==> src/common/pokey_io_settings.svh <==
`ifndef POKEY_IO_SETTINGS_SVH
`define POKEY_IO_SETTINGS_SVH

// last line count of a paddle scan
`define POT_LINES 228

// paddle channels
`define NUM_POTS 8

// keys in the scanned matrix
`define NUM_KEYS 16

`endif

==> src/common/pokey_io_types_pkg.sv <==
`default_nettype none

`include "pokey_io_settings.svh"

package pokey_io_types_pkg;

    // key number, doubles as the matrix select value
    typedef logic [$clog2(`NUM_KEYS)-1:0] key_code_t;

    // line count or latched paddle value
    typedef logic [7:0] pot_count_t;

    typedef logic [`NUM_POTS-1:0] pot_mask_t; // one bit per paddle channel

    // cpu data byte
    typedef logic [7:0] data_t;

    // debounce machine
    typedef enum logic [1:0] {
        IDLE    = 2'd0, // waiting for any key
        CONFIRM = 2'd1, // seen once, wait for next visit of same code
        HELD    = 2'd2  // reported, wait for release
    } key_state_t;

endpackage

`default_nettype wire

==> src/common/pokey_io_regmap_pkg.sv <==
`default_nettype none

package pokey_io_regmap_pkg;

    // cpu register address, low nibble of the chip select range
    typedef logic [3:0] reg_addr_t;

    // pot channel n reads at POT0_ADDR + n
    localparam reg_addr_t POT0_ADDR = 4'd0;

    // capture status, bit set while channel still counting
    localparam reg_addr_t ALLPOT_ADDR = 4'd8;

    localparam reg_addr_t KBCODE_ADDR = 4'd9; // last confirmed key

    // write only, starts a paddle scan
    localparam reg_addr_t POTGO_ADDR = 4'd11;

    // key status, bit 2 low while a key is held
    localparam reg_addr_t SKSTAT_ADDR = 4'd15;

endpackage

`default_nettype wire

==> src/common/pot_scan_if.sv <==
`timescale 1ns/100ps
`default_nettype none

// paddle timer state as seen by the capture latches
interface pot_scan_if;

    pokey_io_types_pkg::pot_count_t line_count; // current line of the scan
    logic scanning;  // level, high between potgo and end of scan
    logic restart;   // one cycle, same edge as potgo
    logic scan_done; // one cycle, edge where count hits the last line

    modport timer (
        output line_count,
        output scanning,
        output restart,
        output scan_done
    );

    modport capture (
        input line_count,
        input scanning,
        input restart,
        input scan_done
    );

endinterface

`default_nettype wire

==> src/keyboard/key_scan_counter.sv <==
`timescale 1ns/100ps
`default_nettype none

`include "pokey_io_settings.svh"

module key_scan_counter (
    input  wire logic                          o2,
    input  wire logic                          rst,
    output pokey_io_types_pkg::key_code_t      scan_code,  // key currently addressed
    output logic [3:0]                         key_scan_l  // matrix select, active low
);

    localparam pokey_io_types_pkg::key_code_t LAST_CODE =
        pokey_io_types_pkg::key_code_t'(`NUM_KEYS - 1);

    // free running, one key per o2 cycle
    always_ff @(posedge o2) begin
        if (rst) begin
            scan_code <= '0;
        end else if (scan_code == LAST_CODE) begin
            scan_code <= '0; // wrap after the last key
        end else begin
            scan_code <= scan_code + 1'b1;
        end
    end

    assign key_scan_l = ~scan_code; // kr1_l answers for this code at the next edge

endmodule

`default_nettype wire

==> src/keyboard/key_debounce_fsm.sv <==
`timescale 1ns/100ps
`default_nettype none

module key_debounce_fsm (
    input  wire logic                          o2,
    input  wire logic                          rst,
    input  wire logic                          kr1_l,     // low, addressed key is down
    input  wire pokey_io_types_pkg::key_code_t scan_code,
    output pokey_io_types_pkg::key_code_t      keycode,   // KBCODE value
    output logic                               key_depr   // key held and reported
);

    pokey_io_types_pkg::key_state_t state_q;
    pokey_io_types_pkg::key_code_t  compare_code; // key under test or held
    logic                           on_compare;   // scan back at the remembered key
    logic                           key_down;

    assign on_compare = (scan_code == compare_code);
    assign key_down   = ~kr1_l;

    // a key must be seen on two visits of its code, 16 cycles apart
    always_ff @(posedge o2) begin
        if (rst) begin
            state_q      <= pokey_io_types_pkg::IDLE;
            compare_code <= '0;
            keycode      <= '0;
        end else begin
            case (state_q)
                pokey_io_types_pkg::IDLE: begin
                    if (key_down) begin
                        compare_code <= scan_code; // remember which key
                        state_q      <= pokey_io_types_pkg::CONFIRM;
                    end
                end

                pokey_io_types_pkg::CONFIRM: begin
                    // other codes in between are don't care
                    if (on_compare) begin
                        if (key_down) begin
                            keycode <= compare_code; // confirmed
                            state_q <= pokey_io_types_pkg::HELD;
                        end else begin
                            state_q <= pokey_io_types_pkg::IDLE; // bounce, drop it
                        end
                    end
                end

                pokey_io_types_pkg::HELD: begin
                    // only the held key matters here
                    if (on_compare && !key_down) begin
                        state_q <= pokey_io_types_pkg::IDLE; // keycode stays latched
                    end
                end

                default: begin
                    state_q <= pokey_io_types_pkg::IDLE;
                end
            endcase
        end
    end

    // high for exactly the time the key is reported
    assign key_depr = (state_q == pokey_io_types_pkg::HELD);

endmodule

`default_nettype wire

==> src/pot/pot_line_timer.sv <==
`timescale 1ns/100ps
`default_nettype none

`include "pokey_io_settings.svh"

module pot_line_timer (
    input  wire logic o2,
    input  wire logic rst,
    input  wire logic potgo,     // write strobe decoded this cycle
    output logic      pot_dump,  // capacitor dump transistors on
    pot_scan_if.timer bus
);

    localparam pokey_io_types_pkg::pot_count_t LAST_LINE =
        pokey_io_types_pkg::pot_count_t'(`POT_LINES);

    pokey_io_types_pkg::pot_count_t line_q;
    logic                           scanning_q;
    logic                           last_line;

    // one count per o2 here, a real chip steps once per tv line
    assign last_line = scanning_q && (line_q == LAST_LINE);

    always_ff @(posedge o2) begin
        if (rst) begin
            line_q     <= '0;
            scanning_q <= 1'b0;
            pot_dump   <= 1'b1; // caps held discharged until first potgo
        end else if (potgo) begin
            line_q     <= '0;   // also restarts a running scan
            scanning_q <= 1'b1;
            pot_dump   <= 1'b0; // let the caps charge
        end else if (last_line) begin
            scanning_q <= 1'b0;
            pot_dump   <= 1'b1;
        end else if (scanning_q) begin
            line_q <= line_q + 1'b1;
        end
    end

    assign bus.line_count = line_q;
    assign bus.scanning   = scanning_q;
    assign bus.restart    = potgo;                // same edge the timer clears
    assign bus.scan_done  = last_line && !potgo;  // potgo wins over end of scan

endmodule

`default_nettype wire

==> src/pot/pot_capture.sv <==
`timescale 1ns/100ps
`default_nettype none

`include "pokey_io_settings.svh"

module pot_capture (
    input  wire logic                          o2,
    input  wire logic                          rst,
    input  wire pokey_io_types_pkg::pot_mask_t pot_scan, // comparator lines
    pot_scan_if.capture                        bus,
    output pokey_io_types_pkg::pot_count_t     pot_values [`NUM_POTS],
    output pokey_io_types_pkg::pot_mask_t      allpot    // set, channel not captured yet
);

    localparam pokey_io_types_pkg::pot_count_t MAX_COUNT =
        pokey_io_types_pkg::pot_count_t'(`POT_LINES);

    // allpot bits double as the per channel armed flags
    always_ff @(posedge o2) begin
        if (rst) begin
            for (int i = 0; i < `NUM_POTS; i++) begin
                pot_values[i] <= '0;
            end
            allpot <= '0;
        end else if (bus.restart) begin
            for (int i = 0; i < `NUM_POTS; i++) begin
                pot_values[i] <= '0;
            end
            allpot <= '1; // every channel counting again
        end else if (bus.scan_done) begin
            // paddles that never crossed read as full scale
            for (int i = 0; i < `NUM_POTS; i++) begin
                if (allpot[i]) begin
                    pot_values[i] <= MAX_COUNT;
                end
            end
            allpot <= '0;
        end else if (bus.scanning) begin
            for (int i = 0; i < `NUM_POTS; i++) begin
                // first high sample only, later ones ignored
                if (pot_scan[i] && allpot[i]) begin
                    pot_values[i] <= bus.line_count;
                    allpot[i]     <= 1'b0;
                end
            end
        end
    end

endmodule

`default_nettype wire

==> src/design/pokey_io_regs.sv <==
`timescale 1ns/100ps
`default_nettype none

`include "pokey_io_settings.svh"

module pokey_io_regs (
    input  wire pokey_io_regmap_pkg::reg_addr_t addr_bus,
    input  wire logic                           wr,
    input  wire pokey_io_types_pkg::pot_count_t pot_values [`NUM_POTS],
    input  wire pokey_io_types_pkg::pot_mask_t  allpot,
    input  wire pokey_io_types_pkg::key_code_t  keycode,
    input  wire logic                           key_depr,
    output logic                                potgo,    // start pulse to paddle timer
    output pokey_io_types_pkg::data_t           data_out
);

    pokey_io_types_pkg::data_t skstat;

    // write decode, only potgo is writable here
    assign potgo = wr && (addr_bus == pokey_io_regmap_pkg::POTGO_ADDR);

    // key held pulls bit 2 low, the rest idle high
    assign skstat = {5'b11111, ~key_depr, 2'b11};

    always_comb begin
        if (addr_bus < pokey_io_regmap_pkg::ALLPOT_ADDR) begin
            data_out = pot_values[addr_bus[2:0]]; // POT0..POT7
        end else begin
            case (addr_bus)
                pokey_io_regmap_pkg::ALLPOT_ADDR: data_out = allpot;
                pokey_io_regmap_pkg::KBCODE_ADDR: begin
                    data_out = {4'b0000, keycode}; // upper bits unused
                end
                pokey_io_regmap_pkg::SKSTAT_ADDR: data_out = skstat;
                default:                          data_out = 8'hff; // open bus
            endcase
        end
    end

endmodule

`default_nettype wire

==> src/design/pokey_io_top.sv <==
`timescale 1ns/100ps
`default_nettype none

`include "pokey_io_settings.svh"

module pokey_io_top (
    input  wire logic                           o2,
    input  wire logic                           rst,
    input  wire pokey_io_regmap_pkg::reg_addr_t addr_bus,
    input  wire logic                           wr,
    input  wire pokey_io_types_pkg::pot_mask_t  pot_scan,   // paddle comparators
    input  wire logic                           kr1_l,      // matrix return line
    output logic [3:0]                          key_scan_l,
    output logic                                pot_dump,
    output pokey_io_types_pkg::data_t           data_out
);

    pokey_io_types_pkg::key_code_t  scan_code;
    pokey_io_types_pkg::key_code_t  keycode;
    logic                           key_depr;
    logic                           potgo;
    pokey_io_types_pkg::pot_count_t pot_values [`NUM_POTS];
    pokey_io_types_pkg::pot_mask_t  allpot;

    pot_scan_if pot_bus ();

    // keyboard side
    key_scan_counter u_key_scan (
        .o2         (o2),
        .rst        (rst),
        .scan_code  (scan_code),
        .key_scan_l (key_scan_l)
    );

    key_debounce_fsm u_key_debounce (
        .o2        (o2),
        .rst       (rst),
        .kr1_l     (kr1_l),
        .scan_code (scan_code),
        .keycode   (keycode),
        .key_depr  (key_depr)
    );

    // paddle side
    pot_line_timer u_pot_timer (
        .o2       (o2),
        .rst      (rst),
        .potgo    (potgo),
        .pot_dump (pot_dump),
        .bus      (pot_bus.timer)
    );

    pot_capture u_pot_capture (
        .o2         (o2),
        .rst        (rst),
        .pot_scan   (pot_scan),
        .bus        (pot_bus.capture),
        .pot_values (pot_values),
        .allpot     (allpot)
    );

    // cpu facing decode
    pokey_io_regs u_regs (
        .addr_bus   (addr_bus),
        .wr         (wr),
        .pot_values (pot_values),
        .allpot     (allpot),
        .keycode    (keycode),
        .key_depr   (key_depr),
        .potgo      (potgo),
        .data_out   (data_out)
    );

endmodule

`default_nettype wire

==> config.mk <==
export PLATFORM = sky130hd
export DESIGN_NAME = pokey_io_top
export DESIGN_NICKNAME = d
export VERILOG_FILES = /design/src/common/pokey_io_types_pkg.sv /design/src/common/pokey_io_regmap_pkg.sv /design/src/common/pot_scan_if.sv /design/src/keyboard/key_scan_counter.sv /design/src/keyboard/key_debounce_fsm.sv /design/src/pot/pot_line_timer.sv /design/src/pot/pot_capture.sv /design/src/design/pokey_io_regs.sv /design/src/design/pokey_io_top.sv
export VERILOG_INCLUDE_DIRS = /design/src /design/src/common
export SDC_FILE = /design/constraint.sdc
export NUM_CORES = 1
export LEC_CHECK = 0
export BUFFER_PORTS_ARGS = -buffer_cell sky130_fd_sc_hd__buf_2
export CORE_AREA = 2 2 95 97
export CTS_CLUSTER_SIZE = 14
export DETAILED_ROUTE_END_ITERATION = 6
export DIE_AREA = 0 0 97 99
export PLACE_DENSITY = 0.72
export SETUP_SLACK_MARGIN = 0.4
export SYNTH_ARGS = -nofsm -noshare
export SYNTH_HDL_FRONTEND = slang
export SYNTH_SLANG_ARGS = --single-unit
==> constraint.sdc <==
create_clock -name o2 -period 4.1 [get_ports o2]
set_input_delay 0.615 -clock o2 [delete_from_list [all_inputs] [get_ports o2]]
set_output_delay 0.615 -clock o2 [all_outputs]
set_load 0.005 [all_outputs]
==> flow_summary.rst <==
.. list-table::
   :header-rows: 1

   * - Metric
     - Value
   * - Status
     - completed
   * - Most instantiated cells after synthesis
     - sky130_fd_sc_hd__dfxtp_1 (96), sky130_fd_sc_hd__nand2_1 (77), sky130_fd_sc_hd__mux2i_1 (66)
   * - Number of resized instances in the post-cts repair step
     - 0
   * - Clock tree root driver cell
     - sky130_fd_sc_hd__clkbuf_8
   * - Share of cells above drive strength 1
     - around 18%
   * - Main area contributors after synthesis
     - sky130_fd_sc_hd__dfxtp_1 (42%), sky130_fd_sc_hd__mux2i_1 (14%), sky130_fd_sc_hd__mux4_2 (7.4%)
   * - CTS tree
     - built
   * - Proportion of synthesized chip area in sequential cells
     - 42.0%
   * - Yosys Warn Count
     - 0
   * - Final Critical Period
     - approximately 3 ns
   * - Largest net degree at the start of global routing
     - 44
   * - FMAX
     - 0.327 GHz
   * - Crit share post-route
     - between 70 and 80%
   * - Clk network pwr share
     - a little under two fifths
   * - Dominant cell by count in the synthesized netlist
     - sky130_fd_sc_hd__dfxtp_1
   * - Residual antenna-violating net count after detailed routing
     - 0
   * - Slew Limit Fails
     - 0
   * - Count of state elements after synthesis
     - 96
   * - Die H
     - between 90 and 100 um
   * - H-tree depth
     - 3
   * - GRT Util Overall
     - a little under a quarter
   * - Placeable core region
     - between 0.008 and 0.009 sq mm
   * - Worst skew pair latency
     - around 0.38 ns
   * - Filler instances
     - roughly 760
   * - Dominant cell type by area after synthesis
     - sky130_fd_sc_hd__dfxtp_1
   * - Wirelength per Cell
     - around 18 um
   * - Setup repair bufs after CTS
     - 0
   * - Path category of the worst min-delay check
     - register to register
   * - Largest fanout of any net on the critical path
     - 27
   * - Per-cell via count in the routed design
     - around 5.9
   * - Area added between synthesis and finish
     - 7.28%
   * - Area of all sequential standard cells
     - around 0.0019 sq mm
   * - Number of violations of the max-capacitance limit
     - 0
   * - Cell-internal power
     - between 1 and 1.5 mW
   * - Slew @ Worst Pin
     - slightly above 0.8 ns
   * - Switching part of the total
     - roughly 25%
   * - Most common flop cell mapped by yosys
     - sky130_fd_sc_hd__dfxtp_1
   * - Global route total overflow
     - 0
   * - Final clock skew
     - 0.0147 ns
   * - Post-Syn Instances
     - between 400 and 500
   * - Sw Pwr
     - 0.423 mW
   * - Port-buffer cells
     - 28
   * - DIE AREA
     - a little under 0.01 sq mm
   * - Fraction of power consumed by sequential logic
     - 56.3%
   * - Summed negative setup slack over all endpoints
     - 0 ns
   * - Number of synthesized flops with an enable pin
     - 0
   * - Combinational fraction of design power
     - 6.8%
   * - Type of origin of the critical path
     - input port
   * - Number of buffers created by CTS
     - 9
   * - Power per standard cell area
     - roughly 340 mW/mm^2
   * - Row Count
     - 34
   * - Detailed-router iteration count before antenna repair
     - 5
   * - Total design power
     - approximately 1.7 mW
   * - Synth Cell Area
     - between 0.004 and 0.005 sq mm
   * - Endpoint class of the critical path
     - output pin
   * - Post-CTS Hold Buffers
     - 0
   * - Clock slew at reported path FFs
     - 0.09 ns
   * - Avg Synthesized Cell Area
     - around 10 sq um
   * - Multi-input logic area
     - approximately 0.0024 sq mm
   * - Sum of net half-perimeters after detailed placement
     - roughly 7200 um
   * - Starting DRC count in detailed routing
     - ~260
   * - Number of nets produced by synthesis
     - 475
   * - Share of synthesized flip-flops with an asynchronous set or reset
     - 0%
   * - Unrepaired setup endpoints after global routing
     - false
   * - Type of the worst setup path
     - input port to output pin
   * - Clock sink count
     - between 90 and 100
   * - Number of global-route vias before repair
     - roughly 3,300
   * - Die outline width
     - 97 um
   * - I/O Pins
     - 29
   * - Detailed-route via count
     - 3,421
   * - Wire length of the first global-routing pass
     - approximately 17,000 um
   * - Initial standard-cell utilization of the core
     - between 50% and 60%
   * - Worst-case vdd ir drop
     - 201 uV
   * - DRC violations left
     - 0
   * - Data required time at the worst endpoint
     - 3.48 ns
   * - Critical Path AT
     - approximately 2.4 ns
   * - Nets
     - ~490
   * - Number of buffers between clock root and the deepest sink
     - 2
   * - Antenna diode count
     - 0
   * - Antenna violations before repair
     - 0
   * - Number of distinct library cells after synthesis
     - between 40 and 50
   * - Weighted congestion at the end of routability-driven global placement
     - 0.839
   * - Number of setup violations in the final report
     - 0
   * - Yosys top cell area share
     - a little over two fifths
   * - Static power due to leakage
     - between 2 and 2.5 nW
   * - Number of endpoints with negative hold slack in the final report
     - 0
   * - Wirelength, routed
     - approximately 11,000 um
   * - Worst slew margin
     - a little under half
## power groups by stage
stage	combinational, mW	sequential, mW	clock (mW)
2_1_floorplan	0.0823	0.968	0
3_3_place_gp	0.113	0.973	0
3_5_place_dp	0.115	0.974	0
4_1_cts	0.116	0.952	0.635
5_1_grt	0.128	0.953	0.669
6_report	0.116	0.952	0.624
## stage by stage
stage / instances / hold slack [ns] / setup slack, ns / util (%) / area (sq um)
detailed placement: 564 / 0.452 / 1.01 / 55.1 / 4710
global placement: 564 / 0.441 / 1.08 / 55.1 / 4710
finish: 580 / 0.463 / 1.04 / 57.3 / 4900
CTS: 580 / 0.465 / 1.01 / 57.3 / 4900
global route: 580 / 0.484 / 0.879 / 57.3 / 4900
floorplan: 456 / 0.432 / 1.69 / - / 4570
## final cells by class
class / count / share of cell area [%]
Multi-Input combinational cell: 316 / 49.8
Sequential cell: 96 / 39.2
Timing Repair Buffer: 30 / 3.16
Tap cell: 108 / 2.76
Clock buffer: 10 / 2.60
Clock inverter: 6 / 1.38
Inverter: 14 / 1.07
## cells in the final DEF (no fill, tap or decap), types with 2 or more instances in the layout
cell and count:
sky130_fd_sc_hd__mux2i_1 66, sky130_fd_sc_hd__inv_1 14, sky130_fd_sc_hd__mux4_2 15, sky130_fd_sc_hd__dfxtp_1 96, sky130_fd_sc_hd__o311a_1 7, sky130_fd_sc_hd__and3_1 4
sky130_fd_sc_hd__mux2_2 4, sky130_fd_sc_hd__o21ai_0 15, sky130_fd_sc_hd__o221a_2 4, sky130_fd_sc_hd__o21ba_2 2, sky130_fd_sc_hd__nand4_1 2, sky130_fd_sc_hd__a21oi_1 9
sky130_fd_sc_hd__nor2_1 25, sky130_fd_sc_hd__clkinvlp_4 2, sky130_fd_sc_hd__o22a_1 6, sky130_fd_sc_hd__nand2_1 77, sky130_fd_sc_hd__xor2_1 6, sky130_fd_sc_hd__clkbuf_8 9
sky130_fd_sc_hd__nand3_1 4, sky130_fd_sc_hd__ha_1 3, sky130_fd_sc_hd__buf_2 28, sky130_fd_sc_hd__nor3_1 5, sky130_fd_sc_hd__o32ai_1 4, sky130_fd_sc_hd__o21ai_4 7
sky130_fd_sc_hd__xnor2_1 4, sky130_fd_sc_hd__o21a_1 2, sky130_fd_sc_hd__buf_4 2, sky130_fd_sc_hd__a31oi_1 9, sky130_fd_sc_hd__a211oi_1 3, sky130_fd_sc_hd__nor2b_1 6
sky130_fd_sc_hd__nand2b_1 11
## cells by family (layout without fill, tap and decap cells)
kind of cell | after synthesis | in the layout | share of synthesized area (%)
mux | 85 | 85 | 22.8
xor+xnor | 10 | 10 | 1.92
buf+inv | 44 | 60 | 4.49
compound gates | 75 | 75 | 13.4
simple gates | 143 | 143 | 14.5
fa+ha+maj | 3 | 3 | 0.821
flops | 96 | 96 | 42.0
## critical path: stages
cell and delay (ns):
sky130_fd_sc_hd__buf_2 0.61, sky130_fd_sc_hd__mux4_2 0.59, sky130_fd_sc_hd__nor2b_1 0.14, sky130_fd_sc_hd__a211oi_1 0.25, sky130_fd_sc_hd__a21oi_1 0.07, sky130_fd_sc_hd__buf_2 0.15
## state kept, by name (all words and copies together), names as in the netlist
signal                       cells
u_key_debounce.compare_code      4
u_key_debounce.keycode           4
u_key_debounce.state_q           2
u_key_scan.scan_code             4
u_pot_capture.allpot             8
u_pot_capture.pot_values        64
u_pot_timer.bus.line_count       8
u_pot_timer.bus.scanning         1
u_pot_timer.pot_dump             1
## per-layer routing
| layer | vias up | track usage, % | share of wire [%] |
|---|---|---|---|
| li1 | 1641 | - | - |
| met4 | 0 | 7.04 | 1.5 |
| met2 | 98 | 39.5 | 50 |
| met5 | - | 0 | 0 |
| met1 | 1669 | 29.2 | 44 |
| met3 | 13 | 3.76 | 4.8 |
## final timing paths
kind                             endpoint  cells after the start  slack (ns)                           from
max                           data_out[2]                      6        1.04                    addr_bus[0]
min          u_pot_capture.pot_values[53]                      2        0.46   u_pot_capture.pot_values[53]
max reg2reg   u_pot_capture.pot_values[4]                      6        2.02  u_pot_timer.bus.line_count[0]
min reg2reg  u_pot_capture.pot_values[53]                      2        0.46   u_pot_capture.pot_values[53]
Power figures use the tool's default switching activity.
